[src/hw/nes_mem_pkg.sv]
// memory front end shared definitions
// widths, memory map and backup FSM states
`default_nettype none

package nes_mem_pkg;

	typedef logic [13:0] mem_addr_t;
	typedef logic [7:0]  mem_data_t;
	typedef logic [8:0]  buff_addr_t;
	typedef logic [31:0] sd_lba_t;
	typedef logic [31:0] img_size_t;
	typedef logic [3:0]  sav_sector_t;

	typedef enum logic {
		BK_IDLE,
		BK_XFER
	} bk_state_t;

	// cartridge image below, save RAM from here up
	localparam mem_addr_t SAV_BASE = 14'd8192;

	localparam int SECTOR_BYTES    = 512;
	localparam int SAV_MAX_SECTORS = 16;

	// machine held in reset this long once a download ends
	localparam logic [7:0] DOWNLOAD_RESET_CYCLES = 8'd255;

endpackage

`default_nettype wire

[src/hw/backup_engine.sv]
// save RAM backup engine
// loads and saves save RAM over the SD sector interface
`timescale 1ns/10ps
`default_nettype none

module backup_engine import nes_mem_pkg::*; (
	input  logic       clk,
	input  logic       reset_nes,
	input  logic       img_mounted,
	input  img_size_t  img_size,
	input  logic       bk_save,
	input  logic       dl_active,
	input  logic       sd_ack,
	input  buff_addr_t sd_buff_addr,
	input  logic       sd_buff_wr,
	input  logic       sd_buff_rd,
	input  mem_data_t  sd_buff_dout,
	input  logic       backup_gnt,
	input  mem_data_t  backup_rdata,
	output sd_lba_t    sd_lba,
	output logic       sd_rd,
	output logic       sd_wr,
	output mem_data_t  sd_buff_din,
	output logic       bk_ena,
	output logic       backup_req,
	output logic       backup_we,
	output mem_addr_t  backup_addr,
	output mem_data_t  backup_wdata
);

	bk_state_t state;
	logic img_mounted_d;
	logic bk_save_d;
	logic dl_active_d;
	logic sd_ack_d;
	logic mount_rise;
	logic save_rise;
	logic dl_rise;
	logic ack_rise;
	logic ack_fall;
	logic mount_load;
	logic save_start;
	logic loading;
	sav_sector_t sector;
	sav_sector_t last_sector;
	sav_sector_t size_last;
	img_size_t img_sectors;

	assign mount_rise = img_mounted & ~img_mounted_d;
	assign save_rise = bk_save & ~bk_save_d;
	assign dl_rise = dl_active & ~dl_active_d;
	assign ack_rise = sd_ack & ~sd_ack_d;
	assign ack_fall = ~sd_ack & sd_ack_d;

	assign mount_load = mount_rise & (|img_size);
	assign save_start = save_rise & bk_ena;

	// last sector index, clamped to the save region
	assign img_sectors = img_size / SECTOR_BYTES;

	always_comb begin
		if (img_sectors >= SAV_MAX_SECTORS) begin
			size_last = sav_sector_t'(SAV_MAX_SECTORS - 1);
		end else if (img_sectors == '0) begin
			size_last = '0;
		end else begin
			size_last = sav_sector_t'(img_sectors - 1);
		end
	end

	always_ff @(posedge clk) begin
		if (mount_load) begin
			last_sector <= size_last;
		end
	end

	always_ff @(posedge clk) begin
		if (reset_nes) begin
			img_mounted_d <= 1'b0;
			bk_save_d <= 1'b0;
			dl_active_d <= 1'b0;
			sd_ack_d <= 1'b0;
			state <= BK_IDLE;
			sd_rd <= 1'b0;
			sd_wr <= 1'b0;
			bk_ena <= 1'b0;
			loading <= 1'b0;
			sector <= '0;
		end else begin
			img_mounted_d <= img_mounted;
			bk_save_d <= bk_save;
			dl_active_d <= dl_active;
			sd_ack_d <= sd_ack;

			if (mount_rise) begin
				bk_ena <= |img_size;
			end
			// a new ROM invalidates the mounted save
			if (dl_rise) begin
				bk_ena <= 1'b0;
			end

			if (ack_rise) begin
				sd_rd <= 1'b0;
				sd_wr <= 1'b0;
			end

			case (state)
				BK_IDLE: begin
					if (mount_load || save_start) begin
						state <= BK_XFER;
						sector <= '0;
						loading <= mount_load;
						sd_rd <= mount_load;
						sd_wr <= ~mount_load;
					end
				end
				BK_XFER: begin
					if (ack_fall) begin
						if (sector == last_sector) begin
							state <= BK_IDLE;
							loading <= 1'b0;
						end else begin
							sector <= sector + 1'b1;
							sd_rd <= loading;
							sd_wr <= ~loading;
						end
					end
				end
				default: state <= BK_IDLE;
			endcase
		end
	end

	// one RAM request per byte strobe
	always_ff @(posedge clk) begin
		if (reset_nes) begin
			backup_req <= 1'b0;
		end else if (state == BK_XFER && (sd_buff_wr || sd_buff_rd)) begin
			backup_req <= 1'b1;
		end else if (backup_gnt) begin
			backup_req <= 1'b0;
		end
	end

	always_ff @(posedge clk) begin
		if (sd_buff_wr || sd_buff_rd) begin
			backup_we <= sd_buff_wr;
			backup_addr <= SAV_BASE + mem_addr_t'({sector, sd_buff_addr});
			backup_wdata <= sd_buff_dout;
		end
	end

	assign sd_buff_din = backup_rdata;
	assign sd_lba = sd_lba_t'(sector);

endmodule

`default_nettype wire

[config.mk]
export PLATFORM = sky130hd
export DESIGN_NAME = backup_engine
export DESIGN_NICKNAME = d
export VERILOG_FILES = /design/src/hw/nes_mem_pkg.sv /design/src/hw/backup_engine.sv
export SDC_FILE = /design/constraint.sdc
export NUM_CORES = 1
export LEC_CHECK = 0
export BUFFER_PORTS_ARGS = -buffer_cell sky130_fd_sc_hd__buf_2
export CORE_MARGIN = 4
export CORE_UTILIZATION = 25
export DETAILED_ROUTE_END_ITERATION = 6
export GPL_ROUTABILITY_DRIVEN = 0
export HOLD_SLACK_MARGIN = 0.08
export SYNTH_ARGS = -nofsm -noshare
export SYNTH_HDL_FRONTEND = slang
export SYNTH_SLANG_ARGS = --single-unit
[constraint.sdc]
create_clock -name clk -period 1.7 [get_ports clk]
set_input_delay 0.085 -clock clk [delete_from_list [all_inputs] [get_ports clk]]
set_output_delay 0.085 -clock clk [all_outputs]
set_load 0.02 [all_outputs]
# [After elaboration in Yosys (flattened, before gate mapping)]
# Index checks and enable logic that the tools add are counted.
[op_classes] add_sub_neg=3 n_lt_le_gt_ge=1 n_eq_ne=5 mux=25 n_bitwise=15 n_reduce_logical=9
[op_table] cell="32-bit logical NOT" n=1
[op_table] cell="32-bit OR reduction" n=1
[op_table] cell="23-bit by 5-bit greater-or-equal comparator with 1-bit output (second input constant)" n=1
[op_table] cell="1-bit two-way mux" n=16
[op_table] cell="4-bit two-way mux" n=4
[op_table] cell="14-bit by 13-bit adder with 14-bit output (first input constant)" n=1
[op_table] cell="1-bit NOT" n=8
[op_table] cell="1-bit case mux with 2 select lines" n=4
[op_table] cell="4-bit case mux with 2 select lines" n=1
[op_table] cell="1-bit AND" n=7
[op_table] cell="3-bit AND reduction" n=2
[op_table] cell="4-bit by 1-bit adder with 4-bit output (second input constant)" n=1
[op_table] cell="4-bit equality test" n=1
[op_table] cell="2-bit by 1-bit != test with 1-bit output (second input constant)" n=2
[op_table] cell="2-bit != test (second input constant)" n=2
[op_table] cell="4-bit by 1-bit subtractor with 4-bit output (second input constant)" n=1
[op_table] cell="1-bit logical OR" n=2
[op_table] cell="2-bit nonzero test" n=1
[op_table] cell="2-bit OR reduction" n=1
[op_table] cell="1-bit logical AND" n=1
[totals] ff_bits=41 in_bits=66 out_inout_bits=67

# [Logic depth before layout (Yosys ltp)]
[depth] word_depth=6 depth_mapped=5 mapped_depth_nobuf=5

# [Worst setup path before layout]
# OpenSTA, ideal clock, no wires.
[synth_timing] path_type="register -> register" start="reg sector[0]" end="reg sector[0]" setup_ns=0.116 arrival_ns=1.397 t_required_ns=1.584 path_slack_ns=0.187 stages_incl_launch_ff=5 synth_period_minus_slack_ns=1.513 path_cell_list="dfxtp_1 > xnor2_1 > a41o_2 > and2_4 > a41o_1"
[synth_between] elab_chain_len=4 elab_cells_between_ends=7 cone_classes="add/sub: 1; eq/ne: 2; mux: 3; reduce/logical: 1"
[synth_rtl] item="start, declared" line_no="backup_engine.sv:44" text="sav_sector_t sector;"
[synth_rtl] item="start signal, assigned" line_no="backup_engine.sv:124" text="sector <= sector + 1'b1;"
[synth_rtl] item="4-bit by 1-bit adder with 4-bit output" line_no="backup_engine.sv:124"
[synth_rtl] item="4-bit two-way mux" line_no="backup_engine.sv:120" text="if (sector == last_sector) begin"
[synth_rtl] item="4-bit two-way mux" line_no="backup_engine.sv:119" text="if (ack_fall) begin"
[synth_rtl] item="4-bit case mux with 2 select lines" line_no="backup_engine.sv:108" text="case (state)"
# Several ways; a longest one is shown, not always the timed one. The select of a mux whose other input is x is not followed.
# A chain may end at the register's enable or synchronous reset.

# [Worst setup path in the final report]
[layout_timing] start="reg sector[0]" end="reg sector[2]"
# The elaborated chain is that of the path after synthesis.

==> qor.csv <==
stage;metric;value;unit
run_status;status;finished clean;
synth;async_reset_ff_share;0;%
clock_tree;clk_latency;0.29;ns
synth;syn_area;0.00193;mm^2
worst_setup_path;cp.required;1.92;ns
timing;fin_tns_setup;0;ns
floorplan;core_area;0.00737;mm^2
placement;io_buffers;87;
worst_setup_path;crit_family;flip-flops;
worst_setup_path;r2r-start;sector[0];
synth;synth_top_area_share;40.5;%
synth;synth-xor-area-share;1.82;%
power;p_leak;1.16;nW
worst_setup_path;cp_max_fo;7;
synth;synth_mux_area_share;1.10;%
floorplan;start_util;26.1;%
hold_path;min_from;reset_nes;
global_routing;grtUsageTotal;9.35;%
clock_tree;cts_tree;yes;
hold_path;hold-path-endpoint;img_mounted_d;
global_routing;overflow;0;
worst_setup_path;r2r_end;sector[2];
synth;synth_fa_ha_area_share;1.95;%
routing;drt_iter0_drc;78;
clock_tree;clockBufferDepth;2;
global_routing;antenna_found_initial;0;
synth;synth-simple-area-share;15.0;%
synth;synth_seq_cells;40;
global_routing;grt_use_met1;10.5;%
routing;avgViaCountPerCell;4.12;
floorplan;fp.dieH;95.8;um
timing;rsz0062_at_grt;false;
power;p_int;1.53;mW
job;drv_cap;0;
worst_setup_path;cpPeakStageDelay;0.46;ns
synth;synth_edf_count;26;
timing;finalHoldViolCount;0;
worst_setup_path;r2r_slack;0.18;ns
timing;worst_pin_slew;0.507;ns
clock_tree;clkTransAtPathRegs;0.07;ns
timing;fin_crit;1.52;ns
synth;netlist_top_cells_area;edfxtp_1, dfxtp_1, buf_4;
routing;wl_per_cell;12.0;um
routing;vias;1528;
global_routing;grt_pass1_wl;6540;um
routing;route.detailed.drc;0;
global_routing;busiest_layer;met2;
power;power.density;800;mW/mm^2
synth;yosysTopAreaCell;edfxtp_1;
power;switchingPower;0.564;mW
power;power_frac_seq;53.5;%
synth;synth.avg_cell_area;11.6;um^2
power;peakVddDrop;265;uV
worst_setup_path;setup.worst_path.start_class;flip-flop;
floorplan;rows;31;
timing;fmax;659;MHz
worst_setup_path;reg2reg_depth;5;
floorplan;dieArea;0.00918;mm^2
synth;synth_cell_types;40;
clock_tree;cts_buffers;5;
layout;diodes;0;
worst_setup_path;arrival;1.74;ns
global_routing;grt_max_degree;24;
layout;drive_above_1_share;36.8;%
worst_setup_path;path_class;flip-flop to flip-flop;
timing;setup_viol;0;
timing;finalClockSkew;0.00557;ns
power;p_total;2.09;mW
power;p_clk_share;29.1;%
synth;synth_compound_area_share;8.18;%
synth;synth_top_family_by_area;buffers and inverters;
worst_setup_path;crit_buf_inv;0;
synth;ys.flop_type;edfxtp_1;
global_routing;grtUsageMet3;3.21;%
synth;netlist_instances;166;
synth;ys_seq_area_share;55.1;%
clock_tree;numClockSinks;40;
layout;area_growth;35.6;%
layout;nFillCells;771;
power;p_comb_share;17.5;%
timing;relSlewSlack;66.2;%
routing;ant_nets;0;
placement;dp_hpwl;3450;um
power;switching_share;27.0;%
worst_setup_path;path_cells;ha_1 -> nand3b_1 -> a41oi_1 -> mux2_2 -> o22ai_1;
timing;finalMaxSlewViolations;0;
layout;nNetsFinal;340;
hold_path;hold_depth;2;
routing;dr.pass1.iters;4;
worst_setup_path;slowest_stage;dfxtp_1;
floorplan;die_x;95.8;um
routing;wirelength;4470;um
floorplan;io_pins;133;
synth;yosys_warnings;0;
global_routing;grtUsageMet2;15.5;%
clock_tree;cts_root_buf;clkbuf_8;
global_routing;grt_pass1_vias;1455;
worst_setup_path;crit_path_end_kind;flip-flop;
hold_path;worstHoldPathType;input port to flip-flop;
timing;post-route-period-util;89.2;%
clock_tree;htreeDepth;2;
==> layer usage <==
metal | wire (um) | part of all wire [%] | up-vias
li1 | - | - | 745
met1 | 1750 | 39 | 658
met2 | 1900 | 43 | 113
met3 | 699 | 16 | 12
met4 | 116 | 2.6 | 0
met5 | 0 | 0 | -
==> layout by cell type (no fill, tap or decap), types with 2 or more instances in the layout <==
master | Yosys | routed
dfxtp_1 | 14 | 14
dlygate4sd3_1 | 0 | 23
nor2b_1 | 4 | 4
a21oi_1 | 3 | 3
a31oi_1 | 2 | 2
buf_2 | 0 | 87
o21ai_0 | 3 | 3
edfxtp_1 | 26 | 26
nand4_1 | 4 | 4
ha_1 | 3 | 3
a41oi_1 | 2 | 2
nand2_1 | 7 | 7
xnor2_1 | 4 | 4
nand3_1 | 2 | 2
conb_1 | 2 | 29
inv_1 | 5 | 5
nor3_1 | 2 | 2
nand2b_1 | 6 | 6
nor4_1 | 6 | 6
and4_1 | 3 | 3
nor2_1 | 5 | 5
clkinvlp_4 | 0 | 2
nand3b_1 | 4 | 4
a41o_1 | 2 | 2
clkbuf_8 | 1 | 5
o211ai_1 | 2 | 2
==> final cells by class <==
type                    instances  area (um^2)  area share (%)
multi-input cells             108          649            24.8
flip-flops and latches         40         1060            40.6
clock buffers                   5         68.8            2.63
clock inverters                 3         18.8           0.718
well taps                      99          124            4.74
inverters                       5         18.8           0.718
repair buffers                111          673            25.8
==> Yosys cell counts (2+ instances only) <==
| cell type | number |
|---|---|
| dfxtp_1 | 14 |
| a41oi_1 | 2 |
| buf_4 | 37 |
| nand3_1 | 2 |
| o211ai_1 | 2 |
| and4_1 | 3 |
| nor4_1 | 6 |
| nand2_1 | 7 |
| edfxtp_1 | 26 |
| nand4_1 | 4 |
| nor3_1 | 2 |
| clkbuf_1 | 2 |
| inv_1 | 5 |
| a31oi_1 | 2 |
| nor2_1 | 5 |
| conb_1 | 2 |
| a41o_1 | 2 |
| nor2b_1 | 4 |
| nand3b_1 | 4 |
| o21ai_0 | 3 |
| a21oi_1 | 3 |
| xnor2_1 | 4 |
| nand2b_1 | 6 |
| ha_1 | 3 |
==> sequential cells by signal (all words and copies together) (netlist names) <==
| register | cells |
|---|---|
| loading | 1 |
| sd_wr | 1 |
| last_sector | 4 |
| sector | 4 |
| dl_active_d | 1 |
| state | 1 |
| backup_we | 1 |
| img_mounted_d | 1 |
| sd_ack_d | 1 |
| backup_req | 1 |
| bk_save_d | 1 |
| backup_addr | 13 |
| sd_rd | 1 |
| bk_ena | 1 |
| backup_wdata | 8 |
==> worst reg2reg max path: cells and delay by family, from the launching register on <==
| kind | cells | cell delay [ns] |
|---|---|---|
| AOI/OAI and AO/OA | 2 | 0.34 |
| adders and majority gates | 1 | 0.20 |
| DFF | 1 | 0.46 |
| muxes | 1 | 0.36 |
| and+or+nand+nor | 1 | 0.09 |
==> worst max path at each step <==
stage                     depth (start not counted)        end  slack [ns]       from
after detailed placement                          5  sector[2]        0.22  sector[0]
after CTS                                         6  sector[1]        0.19     sd_ack
after floorplan                                   4  sector[0]        0.19  sector[0]
final                                             5  sector[2]        0.18  sector[0]
after global placement                            4  sector[0]        0.27  sector[0]
after global routing                              5  sector[2]        0.05  sector[0]
==> timing repair <==
item                                    4_1_cts  5_1_grt
endpoints found under the setup margin        0        0
endpoints found under the hold margin        24        0
setup buffers                                 0        0
resized for setup                             0        0
hold buffers                                 23        0
==> power by group through the flow <==
stage | Combinational, mW | Sequential (mW) | Clock (mW)
2_1_floorplan | 0.206 | 1.21 | 0
3_3_place_gp | 0.321 | 1.14 | 0
3_5_place_dp | 0.324 | 1.14 | 0
4_1_cts | 0.366 | 1.12 | 0.642
5_1_grt | 0.398 | 1.12 | 0.676
6_report | 0.365 | 1.12 | 0.608
==> per-stage QoR <==
stage | setup slack, ns | hold WS [ns] | cell area [um^2] | instances | util (%)
CTS | 0.190 | 0.125 | 2610 | 371 | 35.5
floorplan | 0.187 | 0.184 | 2030 | 193 | -
finish | 0.183 | 0.131 | 2610 | 371 | 35.5
global placement | 0.270 | 0.170 | 2300 | 340 | 31.2
global route | 0.0521 | 0.131 | 2610 | 371 | 35.5
detailed placement | 0.216 | 0.170 | 2300 | 340 | 31.2
==> cells by family after synthesis <==
logic type      count (synthesis)
mux                             2
compound gates                 21
fa+ha+maj                       3
other cells                     2
xor+xnor                        4
flops                          40
buf+inv                        45
simple gates                   49
Note: power is estimated with default switching activity, not from simulation.
