### src/hw/nes_mem_pkg.sv
// memory front end shared definitions
// widths, memory map and backup FSM states
`default_nettype none

package nes_mem_pkg;

	typedef logic [13:0] mem_addr_t;
	typedef logic [7:0]  mem_data_t;
	typedef logic [8:0]  buff_addr_t;
	typedef logic [31:0] sd_lba_t;
	typedef logic [31:0] img_size_t;
	typedef logic [3:0]  sav_sector_t;

	typedef enum logic {
		BK_IDLE,
		BK_XFER
	} bk_state_t;

	// cartridge image below, save RAM from here up
	localparam mem_addr_t SAV_BASE = 14'd8192;

	localparam int SECTOR_BYTES    = 512;
	localparam int SAV_MAX_SECTORS = 16;

	// machine held in reset this long once a download ends
	localparam logic [7:0] DOWNLOAD_RESET_CYCLES = 8'd255;

endpackage

`default_nettype wire

### src/hw/load_sequencer.sv
// ROM download loader
// stages download bytes as RAM writes and sequences the machine reset
`timescale 1ns/10ps
`default_nettype none

module load_sequencer import nes_mem_pkg::*; (
	input  logic      clk,
	input  logic      reset_nes,
	input  logic      dl_active,
	input  logic      dl_wr,
	input  mem_data_t dl_data,
	input  logic      loader_gnt,
	output logic      loader_req,
	output mem_addr_t loader_addr,
	output mem_data_t loader_wdata,
	output logic      machine_reset
);

	logic dl_active_d;
	logic dl_rise;
	mem_addr_t load_addr;
	mem_addr_t cur_addr;
	logic init_reset;
	logic [$bits(DOWNLOAD_RESET_CYCLES)-1:0] hold_cnt;

	assign dl_rise = dl_active & ~dl_active_d;

	// first byte of a new download goes to address 0
	assign cur_addr = dl_rise ? '0 : load_addr;

	always_ff @(posedge clk) begin
		if (reset_nes) begin
			dl_active_d <= 1'b0;
			load_addr <= '0;
			loader_req <= 1'b0;
		end else begin
			dl_active_d <= dl_active;
			if (dl_wr) begin
				load_addr <= cur_addr + mem_addr_t'(1);
				loader_req <= 1'b1;
			end else begin
				if (dl_rise) begin
					load_addr <= '0;
				end
				if (loader_gnt) begin
					loader_req <= 1'b0;
				end
			end
		end
	end

	// one-deep write stage
	always_ff @(posedge clk) begin
		if (dl_wr) begin
			loader_addr <= cur_addr;
			loader_wdata <= dl_data;
		end
	end

	always_ff @(posedge clk) begin
		if (reset_nes) begin
			init_reset <= 1'b1;
			hold_cnt <= '0;
		end else begin
			if (dl_active) begin
				init_reset <= 1'b0;
			end
			// count only once the last byte has drained
			if (dl_active) begin
				hold_cnt <= DOWNLOAD_RESET_CYCLES;
			end else if (!loader_req && hold_cnt != '0) begin
				hold_cnt <= hold_cnt - 1'b1;
			end
		end
	end

	assign machine_reset = reset_nes | init_reset | dl_active | (hold_cnt != '0);

endmodule

`default_nettype wire

### config.mk
export PLATFORM = sky130hd
export DESIGN_NAME = load_sequencer
export DESIGN_NICKNAME = d
export VERILOG_FILES = /design/src/hw/nes_mem_pkg.sv /design/src/hw/load_sequencer.sv
export SDC_FILE = /design/constraint.sdc
export NUM_CORES = 1
export LEC_CHECK = 0
export ABC_CLOCK_PERIOD_IN_PS = 2500
export BUFFER_PORTS_ARGS = -buffer_cell sky130_fd_sc_hd__buf_4
export CAP_MARGIN = 10
export CORE_MARGIN = 5
export CORE_UTILIZATION = 50
export CTS_BUF_LIST = sky130_fd_sc_hd__clkbuf_16
export CTS_CLUSTER_SIZE = 20
export DETAILED_ROUTE_END_ITERATION = 12
export GPL_ROUTABILITY_DRIVEN = 1
export HOLD_SLACK_MARGIN = 0.08
export PLACE_DENSITY_LB_ADDON = 0.3
export SLEW_MARGIN = 0
export SYNTH_ARGS = -nofsm -noshare
export SYNTH_HDL_FRONTEND = slang
export SYNTH_SLANG_ARGS = --single-unit
export TNS_END_PERCENT = 10
### constraint.sdc
create_clock -name clk -period 2.5 [get_ports clk]
set_input_delay 0.125 -clock clk [delete_from_list [all_inputs] [get_ports clk]]
set_output_delay 0.125 -clock clk [all_outputs]
set_load 0.05 [all_outputs]
* Word-level counts from Yosys, hierarchy flattened *
Index checks and enable logic that the tools add are counted.

word-level totals
  logic and storage cells = 25
  output and inout bits = 24
  register bits = 47
  bits of input ports = 13

operators by class
  add/subtract/negate cells = 2
  reduce and logical (&&, ||, !) cells = 5
  bitwise logic cells = 5
  multiplexer cells = 6

operators by type and width
  cell                   number
  $mux 14                2
  $mux 8                 2
  $add 14x1->14 const B  1
  $reduce_bool 8->1      1
  $sub 8x1->8 const B    1
  $reduce_bool 2->1      2
  $or 1x1->1             3
  $mux 1                 2
  $and 1x1->1            1
  $logic_and 1x1->1      1
  $logic_not 1->1        1
  $not 1->1              1

* Depth between registers and ports, before layout *
Gate-level depths: netlist (run 1).

  depth in word-level cells = 5
  depth in mapped cells = 10

* Least setup slack after synthesis (run 1) *
OpenSTA, ideal clock, no wires.

  path type = register to register
  start = register dl_active_d
  end = register load_addr[8]
  path buffers = 3
  slack = 0.446 ns
  cell stages (with the launch flop) = 11
  arrival = 1.938 ns
  data required time = 2.384 ns
  clock period less this slack = 2.054 ns
  cells stage by stage = dfxtp_1 nand2b_1 buf_6 clkbuf_1 and2_1 ha_1 and4_1 and2_1 clkbuf_1 a311oi_1 a41o_1

on the way
  cells in the longest elaborated chain, start to end = 5

ends and longest elaborated chain
  what                      RTL line              source
  start: declaration        load_sequencer.sv:19  logic dl_active_d;
  start signal: assignment  load_sequencer.sv:37  dl_active_d <= dl_active;
  $not 1->1                 load_sequencer.sv:26  assign dl_rise = dl_active & ~dl_active_d;
  $and 1x1->1               load_sequencer.sv:26
  $mux 14                   -
  net cur_addr[0]           load_sequencer.sv:22  mem_addr_t cur_addr;
  $add 14x1->14             load_sequencer.sv:39  load_addr <= cur_addr + mem_addr_t'(1);
  $mux 14                   load_sequencer.sv:38  if (dl_wr) begin
  end signal: assignment    load_sequencer.sv:39
  end: declaration          load_sequencer.sv:21  mem_addr_t load_addr;

The timed path passes the listed nets, and every way through them passes these cells.
A chain may end at the register's enable or synchronous reset.

* Worst setup path in the final report (run 1) *
  start = register hold_cnt[0]
  end = output machine_reset

on the way
  cells in the longest elaborated chain, start to end = 2

ends and longest elaborated chain
  what                      RTL line              source
  start: declaration        load_sequencer.sv:24  logic [$bits(DOWNLOAD_RESET_CYCLES)-1:0] hold_cnt;
  start signal: assignment  load_sequencer.sv:72  hold_cnt <= hold_cnt - 1'b1;
  $reduce_bool 8->1         load_sequencer.sv:77  assign machine_reset = reset_nes | init_reset | dl_active | (hold_cnt != '0);
  $or 1x1->1                load_sequencer.sv:77
  end: declaration          load_sequencer.sv:16  output logic machine_reset

Every way passes these cells.

==> results of run 1 <==
## power by group through the flow
stage | registers [mW] | logic [mW] | clock network [mW]
after floorplan | 0.960 | 0.0703 | 0
after global placement | 0.881 | 0.216 | 0
after detailed placement | 0.884 | 0.223 | 0
after CTS | 0.867 | 0.233 | 0.732
after global routing | 0.872 | 0.247 | 0.781
final | 0.867 | 0.232 | 0.721
## through the flow
stage / util / setup slack, ps / cell area [sq um] / cells
global route: 0.670 / 445 / 2490 / 267
global placement: 0.604 / 799 / 2250 / 251
CTS: 0.670 / 562 / 2490 / 267
finish: 0.670 / 573 / 2490 / 267
detailed placement: 0.604 / 671 / 2250 / 251
floorplan: - / 446 / 1950 / 174
## cell usage in the layout, fill, tap and decap left out, types with 3 or more instances in the layout
master         synthesis  final
a21oi_1               13     13
a311oi_1               4      4
a41o_1                 4      4
and2_1                11     11
and3_1                 3      3
and4_1                 3      3
buf_4                  0     37
clkbuf_16              0      5
dfxtp_1               25     25
dlygate4sd3_1          0      8
edfxtp_1              22     22
ha_1                   3      3
inv_1                  9      9
nand2_1                7      7
nand2b_1               4      4
nand3_1                3      3
nand4_1                3      3
nor2_1                15     15
nor3_1                 4      4
or3_1                  5      5
xnor2_1                6      6
xor2_1                 3      3
## layout make-up
cell class                      instances  share of cell area
Clock buffer                            5              0.0503
Clock inverter                          3              0.0156
Inverter                                9              0.0136
Multi-Input combinational cell        110               0.286
Sequential cell                        47               0.466
Tap cell                               48              0.0241
Timing Repair Buffer                   45               0.144
## flip-flops by register name, summed over array words and instances, names as in the netlist
register / count
dl_active_d: 1
hold_cnt: 8
init_reset: 1
load_addr: 14
loader_addr: 14
loader_req: 1
loader_wdata: 8
## kinds of logic (layout without fill, tap and decap cells)
kind of cell	count (synthesis)	after routing	share of synthesized area
buffers and inverters	17	62	0.0373
AO/OA/AOI/OAI	28	28	0.0970
adder cells (fa/ha/maj)	3	3	0.0193
AND/OR/NAND/NOR	67	67	0.193
XOR/XNOR	9	9	0.0405
flip-flops	47	47	0.596
multiplexers	3	3	0.0167
## routing by layer
layer,vias up,routed length [um],track usage
li1,709,-,-
met1,681,1590,0.181
met2,54,2040,0.299
met3,10,274,0.0526
met4,0,61,0.0553
met5,-,0,0
## worst register-to-register path: cells and delay by family, from the launching register on
kind            cells  cell delay (ps)
flops               1              300
compound gates      2              460
simple gates        4              830
fa+ha+maj           1              210
## path summary, 6_finish.rpt
kind	from	to	slack (ps)	depth (start not counted)
worst max-delay path	hold_cnt[0]	machine_reset	570	6
worst min-delay path	loader_gnt	loader_req	160	4
worst max register to register	dl_active_d	load_addr[8]	630	7
worst min register to register	init_reset	init_reset	460	1
==> out/metrics.csv, run 1 <==
stage;metric;value;unit
layout;layout-drive-gt1-share;0.219;
power_and_ir_drop;p_sw;428;uW
place;dp_hpwl;2.79;mm
clock_network;cts_buffer_depth;2;
die;die_w;72.4;um
logic_synthesis;syn_inst;174;
power_and_ir_drop;peakVddDrop;0.447;mV
logic_synthesis;yosysWarnings;0;
timing;finalCriticalPeriod;1930;ps
layout;multiInputGateArea;713;sq um
detailed_routing;num_vias;1454;
clock_network;cts_tree;built;
timing;rsz0062_at_grt;false;
clock_network;post_cts.repair.setup_buffers;0;
timing;fmaxAchievable;519;MHz
logic_synthesis;synth_area_per_cell;11.2;sq um
timing;fin_worst_skew;3.95;ps
layout;antenna_cells;0;
clock_network;hold_buffers;8;
timing;setup_viol;0;
logic_synthesis;ys_types;37;
global_route;grt_pass1_vias;1399;
clock_network;cts.sink_count;47;
clock_network;cts-htree-levels;2;
setup_path;cpMaxStageDelayCell;nor3b_1;
power_and_ir_drop;switching_share;0.235;
layout;fin_nets;234;
timing;timing.slew.headroom;0.676;
power_and_ir_drop;fin_total_pwr;1.82;mW
detailed_routing;routed_wl;3.96;mm
setup_path;path_buf_inv;2;
timing;fin_tns_setup;0;ps
setup_path;cp-start-kind;flip-flop;
timing;hold_viol_final;0;
global_route;grt_usage;0.165;
die;coreArea;3720;sq um
logic_synthesis;syn_nets;190;
global_route;antenna_found_initial;0;
setup_path;required;2380;ps
logic_synthesis;async_flop_share;0;
setup_path;crit_chain;inv_1 > ha_1 > nor3b_1 > and2_1 > nand2_1 > buf_4;
timing;drv_slew;0;
logic_synthesis;synth_edf_count;22;
setup_path;cp_data_arrival_time;1800;ps
detailed_routing;avgViaCountPerCell;5.45;
die;die_y;72.4;um
detailed_routing;drt_iter0_drc;127;
place;io_buffer_count;36;
detailed_routing;first_pass_iters;4;
die;num_rows;22;
logic_synthesis;yosysTopAreaCell;edfxtp_1;
die;io-pin-count;37;
setup_path;worstSetupPathType;reg2out;
logic_synthesis;synth_area_leaders;edfxtp_1 34%, dfxtp_1 26%, and2_1 3.5%, a21oi_1 3.3%, nor2_1 2.9%;
clock_network;cts_buffers;5;
global_route;grt_overflow;0;
place;gp_congestion;0.861;
power_and_ir_drop;seq_power_share;0.476;
setup_path;max_stage_delay;420;ps
logic_synthesis;ys_ff_latch;47;
setup_path;end_kind;primary output;
power_and_ir_drop;p_leak;1.02;nW
logic_synthesis;synth-main-ff-cell;dfxtp_1;
setup_path;crit_fanout;5;
detailed_routing;drtAntennaViolNets;0;
timing;tightest_slew;473;ps
logic_synthesis;synth-seq-area-share;0.596;
status;outcome;finished, final reports clean;
timing;min_period_over_period;0.771;
logic_synthesis;synthTopCellsByCount;25 x dfxtp_1, 22 x edfxtp_1, 15 x nor2_1;
clock_network;cts_resized;0;
timing;holdWs;157;ps
logic_synthesis;synthesis.area;1950;sq um
global_route;grt_pass1_wl;6.67;mm
layout;syn2layout_area_growth;27.9;%
layout;fill_cells;298;
global_route;grt_max_degree;31;
die;start_util;0.524;
logic_synthesis;post-synth-top-count-cell;dfxtp_1;
clock_network;root_buffer;clkbuf_16;
setup_path;cp_top_family;simple AND/OR/NAND/NOR gates;
hold_path;holdCritPathClass;in2reg;
clock_network;clk_pin_slew_worst_paths;60;ps
power_and_ir_drop;p_clk_frac;0.396;
detailed_routing;drt-wirelength-per-cell;14.8;um
power_and_ir_drop;p_comb_frac;0.127;
power_and_ir_drop;p_int;1.39;mW
power_and_ir_drop;powerDensity;731;nW/um^2
layout;regArea;1160;sq um
flow_run;maxCapViolCount;0;
logic_synthesis;synth_top_area_share;0.339;
die;die-area;5240;sq um
detailed_routing;drc;0;
clock_network;worstSkewPairLatency;280;ps
No activity file was read; power rests on OpenSTA's default activity.
==> run 2: changes to the inputs <==
--- a/config.mk
+++ b/config.mk
@@ -5,11 +5,11 @@
 export SDC_FILE = /design/constraint.sdc
 export NUM_CORES = 1
 export LEC_CHECK = 0
-export ABC_CLOCK_PERIOD_IN_PS = 2500
+export ABC_CLOCK_PERIOD_IN_PS = 1550
 export BUFFER_PORTS_ARGS = -buffer_cell sky130_fd_sc_hd__buf_4
 export CAP_MARGIN = 10
 export CORE_MARGIN = 5
-export CORE_UTILIZATION = 50
+export CORE_UTILIZATION = 49
 export CTS_BUF_LIST = sky130_fd_sc_hd__clkbuf_16
 export CTS_CLUSTER_SIZE = 20
 export DETAILED_ROUTE_END_ITERATION = 12
==> constraint.sdc (replaced) <==
create_clock -name clk -period 1.55 [get_ports clk]
set_input_delay 0.0775 -clock clk [delete_from_list [all_inputs] [get_ports clk]]
set_output_delay 0.0775 -clock clk [all_outputs]
set_load 0.05 [all_outputs]
==> run 2 against run 1 <==
Net effect:
- the flow now finishes with violations (setup timing)
- sequential cell count is the same
- count of clock-buffer cells in the layout is the same
- sequential power grew 61%
- power grew 67%
- setup slack lost 630 ps
- global-route usage shrank 0.095 points
- critical path type unchanged
- largest power group unchanged
==> out/metrics.csv, run 2 (synthesis gave the netlist of run 1 again) <==
stage;metric;value;unit
status;outcome;complete, but fails checks;
status;failed_checks;setup timing;
setup_path;r2r_slack;-30;ps
power_and_ir_drop;p_sw;738;uW
die;die-area;5330;sq um
die;num_rows;23;
layout;syn2layout_area_growth;42.6;%
power_and_ir_drop;p_leak;1.15;nW
timing;holdWs;97.3;ps
place;dp_hpwl;2.88;mm
setup_path;cp-start-kind;flip-flop;
clock_network;cts-htree-levels;2;
die;io-pin-count;37;
global_route;grt_usage;0.164;
clock_network;cts_tree;built;
die;die_y;73.0;um
power_and_ir_drop;p_clk_frac;0.383;
flow_run;maxCapViolCount;0;
detailed_routing;drt_iter0_drc;96;
clock_network;cts.sink_count;47;
detailed_routing;drc;0;
timing;fmaxAchievable;623;MHz
setup_path;cp_data_arrival_time;1530;ps
timing;finalCriticalPeriod;1600;ps
timing;tightest_slew;395;ps
timing;min_period_over_period;1.04;
clock_network;clk_pin_slew_worst_paths;60;ps
detailed_routing;num_vias;1507;
global_route;grt_util_met3;0.0482;
die;coreArea;3910;sq um
setup_path;worstSetupPathType;reg2out;
power_and_ir_drop;peakVddDrop;0.652;mV
setup_path;reg2reg_depth;4;
timing;setup_viol;3;
hold_path;hp-start;dl_wr;
place;io_buffer_count;36;
setup_path;reg2reg_from;hold_cnt[1];
timing;hold_viol_final;0;
die;die_w;73.0;um
hold_path;whs_path_depth;1;
detailed_routing;avgViaCountPerCell;5.21;
layout;layout_commonest_cell;buf_4;
global_route;grt_max_degree;27;
place;gp_congestion;0.899;
detailed_routing;drt-wirelength-per-cell;14.1;um
die;start_util;0.497;
clock_network;cts_buffer_depth;2;
timing;fin_worst_skew;3.42;ps
hold_path;holdPathEnd;loader_addr[0];
setup_path;worstReg2RegEnd;hold_cnt[5];
timing;timing.slew.headroom;0.733;
setup_path;crit_fanout;4;
power_and_ir_drop;p_int;2.31;mW
detailed_routing;routed_wl;4.07;mm
clock_network;worstSkewPairLatency;280;ps
place;place_worst_setup_slack;-194;ps
timing;drv_slew;0;
layout;fin_cells;289;
timing;layout_setup_ws;-54.3;ps
global_route;grt_overflow;0;
setup_path;end_kind;primary output;
layout;final_cell_mix;55 x buf_4, 23 x dfxtp_1, 22 x edfxtp_1;
layout;layout-drive-gt1-share;0.368;
clock_network;root_buffer;clkbuf_16;
global_route;grt_use_met2;0.288;
timing;rsz0062_at_grt;true;
layout;fill_cells;280;
global_route;grt_pass1_vias;1487;
power_and_ir_drop;powerDensity;1100;nW/um^2
global_route;antenna_found_initial;0;
layout;post-route-util;0.709;
layout;fin_nets;254;
power_and_ir_drop;seq_power_share;0.461;
global_route;use_met1;0.183;
layout;top_regs;load_addr: 14 flops, loader_addr: 14 flops;
setup_path;required;1470;ps
hold_path;holdCritPathClass;in2reg;
clock_network;cts_buffers;5;
detailed_routing;first_pass_iters;4;
place;dpl.cell_count;269;
global_route;grt_pass1_wl;6.72;mm
layout;antenna_cells;0;
detailed_routing;drtAntennaViolNets;0;
power_and_ir_drop;p_comb_frac;0.156;
global_route;top_usage_layer;met2;
power_and_ir_drop;switching_share;0.242;
timing;fin_tns_setup;-80.9;ps
-- run 2: final cells by class --
class                   count  area (sq um)  area share
multi-input cells         110           838       0.302
well taps                  50          62.6      0.0225
flip-flops and latches     47          1160       0.419
clock inverters             3          37.5      0.0135
inverters                   9          33.8      0.0122
repair buffers             65           515       0.186
clock buffers               5           125      0.0451
-- run 2: critical path, cell delays in order, from the launching register on --
cell and delay (ps):
dfxtp_2 320, inv_2 90, ha_4 140, nor3b_4 280
and2_4 210, nand2_2 50, buf_6 160
-- run 2: how the worst max path moves through the flow --
stage           startpoint       endpoint  slack [ps]  depth (start not counted)
2_1_floorplan  dl_active_d  load_addr[10]        -260                         10
3_3_place_gp   dl_active_d  load_addr[10]         -40                          7
3_5_place_dp   hold_cnt[1]    hold_cnt[1]        -190                          6
4_1_cts        hold_cnt[0]  machine_reset         -40                          6
5_1_grt        hold_cnt[1]  machine_reset        -130                          6
6_report       hold_cnt[1]  machine_reset         -50                          6
-- run 2: through the flow --
| step | power, mW | instance area, sq um |
|---|---|---|
| final | 3.05 | 2780 |
| after global routing | 3.16 | 2780 |
| after CTS | 3.02 | 2690 |
| after detailed placement | 1.83 | 2390 |
| after global placement | 1.81 | 2390 |
| after floorplan | 1.67 | 1980 |
-- run 2: repair_timing --
| action | in CTS | in global routing |
|---|---|---|
| pin swaps | 0 | 7 |
| hold buffers | 8 | 0 |
| setup buffers | 2 | 2 |
| endpoints found under the setup margin | 11 | 17 |
| gates resized for setup | 13 | 13 |
| hold endpoints to repair | 8 | 0 |
-- run 2: metal layers --
metal	vias to the layer above	wire (um)	part of all wire
li1	757	-	-
met1	703	1580	0.39
met2	39	2140	0.53
met3	8	256	0.063
met4	0	86	0.021
met5	-	0	0
-- run 2: power groups by stage --
stage                     logic, mW  registers [mW]  clock network, mW
after CTS                     0.445            1.40               1.18
after global placement        0.394            1.42                  0
after floorplan               0.122            1.55                  0
after global routing          0.504            1.41               1.24
final                         0.475            1.40               1.17
after detailed placement      0.408            1.42                  0
==> run 3: changes to the inputs <==
--- a/config.mk
+++ b/config.mk
@@ -8,8 +8,10 @@
 export ABC_CLOCK_PERIOD_IN_PS = 1550
 export BUFFER_PORTS_ARGS = -buffer_cell sky130_fd_sc_hd__buf_4
 export CAP_MARGIN = 10
+export CELL_PAD_IN_SITES_DETAIL_PLACEMENT = 1
+export CELL_PAD_IN_SITES_GLOBAL_PLACEMENT = 2
 export CORE_MARGIN = 5
-export CORE_UTILIZATION = 49
+export CORE_UTILIZATION = 31
 export CTS_BUF_LIST = sky130_fd_sc_hd__clkbuf_16
 export CTS_CLUSTER_SIZE = 20
 export DETAILED_ROUTE_END_ITERATION = 12
==> run 3 against run 2 <==
Net effect:
- the run still ends with setup timing left
- highest routed layer unchanged
- power increased by 0.41%
- routed wire length increased by 18%
- sequential power about the same
- largest cell class unchanged
- cell area rose by 0.23%
- non-clock buffer count shrank 2
- utilization decreased by 25 points
- first-iteration DRC count down 69%
==> out/metrics.csv, run 3 (synthesis gave the netlist of run 1 again) <==
stage;metric;value;unit
setup_path;max_stage_delay;340;ps
global_route;antenna_found_initial;0;
layout;fin_cells;312;
detailed_routing;drt-wirelength-per-cell;15.4;um
setup_path;cp_top_family;simple AND/OR/NAND/NOR gates;
global_route;grt_pass1_vias;1680;
place;place_worst_setup_slack;-188;ps
timing;tightest_slew;386;ps
die;die_w;89.2;um
setup_path;crit_fanout;5;
power_and_ir_drop;peakVddDrop;0.469;mV
layout;top_regs;load_addr: 14 flops, loader_addr: 14 flops;
detailed_routing;drc;0;
global_route;grt_pass1_wl;8.04;mm
timing;drv_slew;0;
layout;layout-drive-gt1-share;0.376;
detailed_routing;drtAntennaViolNets;0;
status;outcome;complete, but fails checks;
clock_network;cts_buffer_depth;2;
clock_network;clk_pin_slew_worst_paths;60;ps
global_route;grt_max_degree;27;
setup_path;path_buf_inv;2;
hold_path;whs_path_depth;4;
die;die-area;7960;sq um
timing;hold_viol_final;0;
layout;post-route-util;0.462;
setup_path;end_kind;primary output;
power_and_ir_drop;p_leak;1.13;nW
power_and_ir_drop;fin_total_pwr;3.06;mW
layout;fill_cells;675;
status;failed_checks;setup timing;
die;start_util;0.323;
setup_path;cp-start-kind;flip-flop;
detailed_routing;num_vias;1551;
die;die_y;89.2;um
flow_run;maxCapViolCount;0;
detailed_routing;avgViaCountPerCell;4.97;
clock_network;cts_buffers;5;
global_route;grt_overflow;0;
place;dpl.cell_count;294;
layout;antenna_cells;0;
clock_network;worstSkewPairLatency;280;ps
clock_network;cts.sink_count;47;
die;io-pin-count;37;
layout;final_cell_mix;53 x buf_4, 22 x dfxtp_1, 22 x edfxtp_1;
timing;min_period_over_period;1.02;
timing;timing.slew.headroom;0.739;
detailed_routing;routed_wl;4.80;mm
place;gp_congestion;0.845;
die;num_rows;28;
timing;fmaxAchievable;630;MHz
hold_path;holdCritPathClass;in2reg;
die;coreArea;6030;sq um
layout;syn2layout_area_growth;42.9;%
detailed_routing;first_pass_iters;4;
setup_path;cpMaxStageDelayCell;dfxtp_2;
setup_path;crit_cells;6;
setup_path;cp_data_arrival_time;1510;ps
clock_network;cts_tree;built;
setup_path;reg2reg_depth;6;
layout;fin_nets;252;
timing;fin_tns_setup;-42.0;ps
layout;layout_commonest_cell;buf_4;
setup_path;required;1470;ps
detailed_routing;drt_iter0_drc;30;
place;io_buffer_count;36;
place;dp_hpwl;3.35;mm
clock_network;cts-htree-levels;2;
power_and_ir_drop;powerDensity;1100;nW/um^2
timing;rsz0062_at_grt;true;
global_route;grt_usage;0.133;
clock_network;root_buffer;clkbuf_16;
timing;layout_setup_ws;-38.1;ps
setup_path;crit_chain;inv_4 > ha_4 > nor3b_4 > and2_4 > nand2_2 > buf_6;
timing;setup_viol;2;
timing;fin_worst_skew;6.47;ps
timing;finalCriticalPeriod;1590;ps
setup_path;worstSetupPathType;reg2out;
==> run 3: power breakdown <==
group          internal [mW]  total (mW)  switching, mW
registers               1.36        1.40         0.0387
logic                  0.188       0.465          0.277
clock network          0.752        1.19          0.440
==> run 3: tightest hold or removal path: cells and delay by family <==
kind	cells	cell delay [ps]
compound gates	1	50
buf+inv	2	140
simple gates	1	70
==> run 3: cell type report <==
cell class / count / area [sq um] / share of cell area
Clock inverter: 3 / 38.8 / 0.0139
Sequential cell: 47 / 1160 / 0.419
Clock buffer: 5 / 125 / 0.0450
Inverter: 9 / 36.3 / 0.0130
Multi-Input combinational cell: 110 / 825 / 0.296
Timing Repair Buffer: 63 / 499 / 0.179
Tap cell: 75 / 93.8 / 0.0337
==> run 3: layer usage <==
layer	up-vias	routed length, um	global-route usage
li1	752	-	-
met1	765	1780	0.138
met2	26	2740	0.258
met3	8	189	0.0323
met4	0	81	0.0419
met5	-	0	0
==> run 3: stage by stage <==
stage	hold WS (ps)	cell area (sq um)
after global placement	256	2420
after floorplan	176	1980
after detailed placement	259	2420
after CTS	98.6	2740
after global routing	110	2780
final	98.6	2780
==> run 3: final timing paths <==
kind                     from             to  slack (ps)
setup / recovery  hold_cnt[1]  machine_reset         -40
hold / removal     loader_gnt     loader_req         100
setup reg to reg  hold_cnt[1]    hold_cnt[1]           0
hold reg to reg    init_reset     init_reset         460
==> run 3: timing repair <==
action                                  CTS  global route
hold endpoints to repair                  9             0
endpoints found under the setup margin   11            14
pin swaps                                 3             4
hold buffers                              9             0
setup buffers                             0             1
resized for setup                        20             8
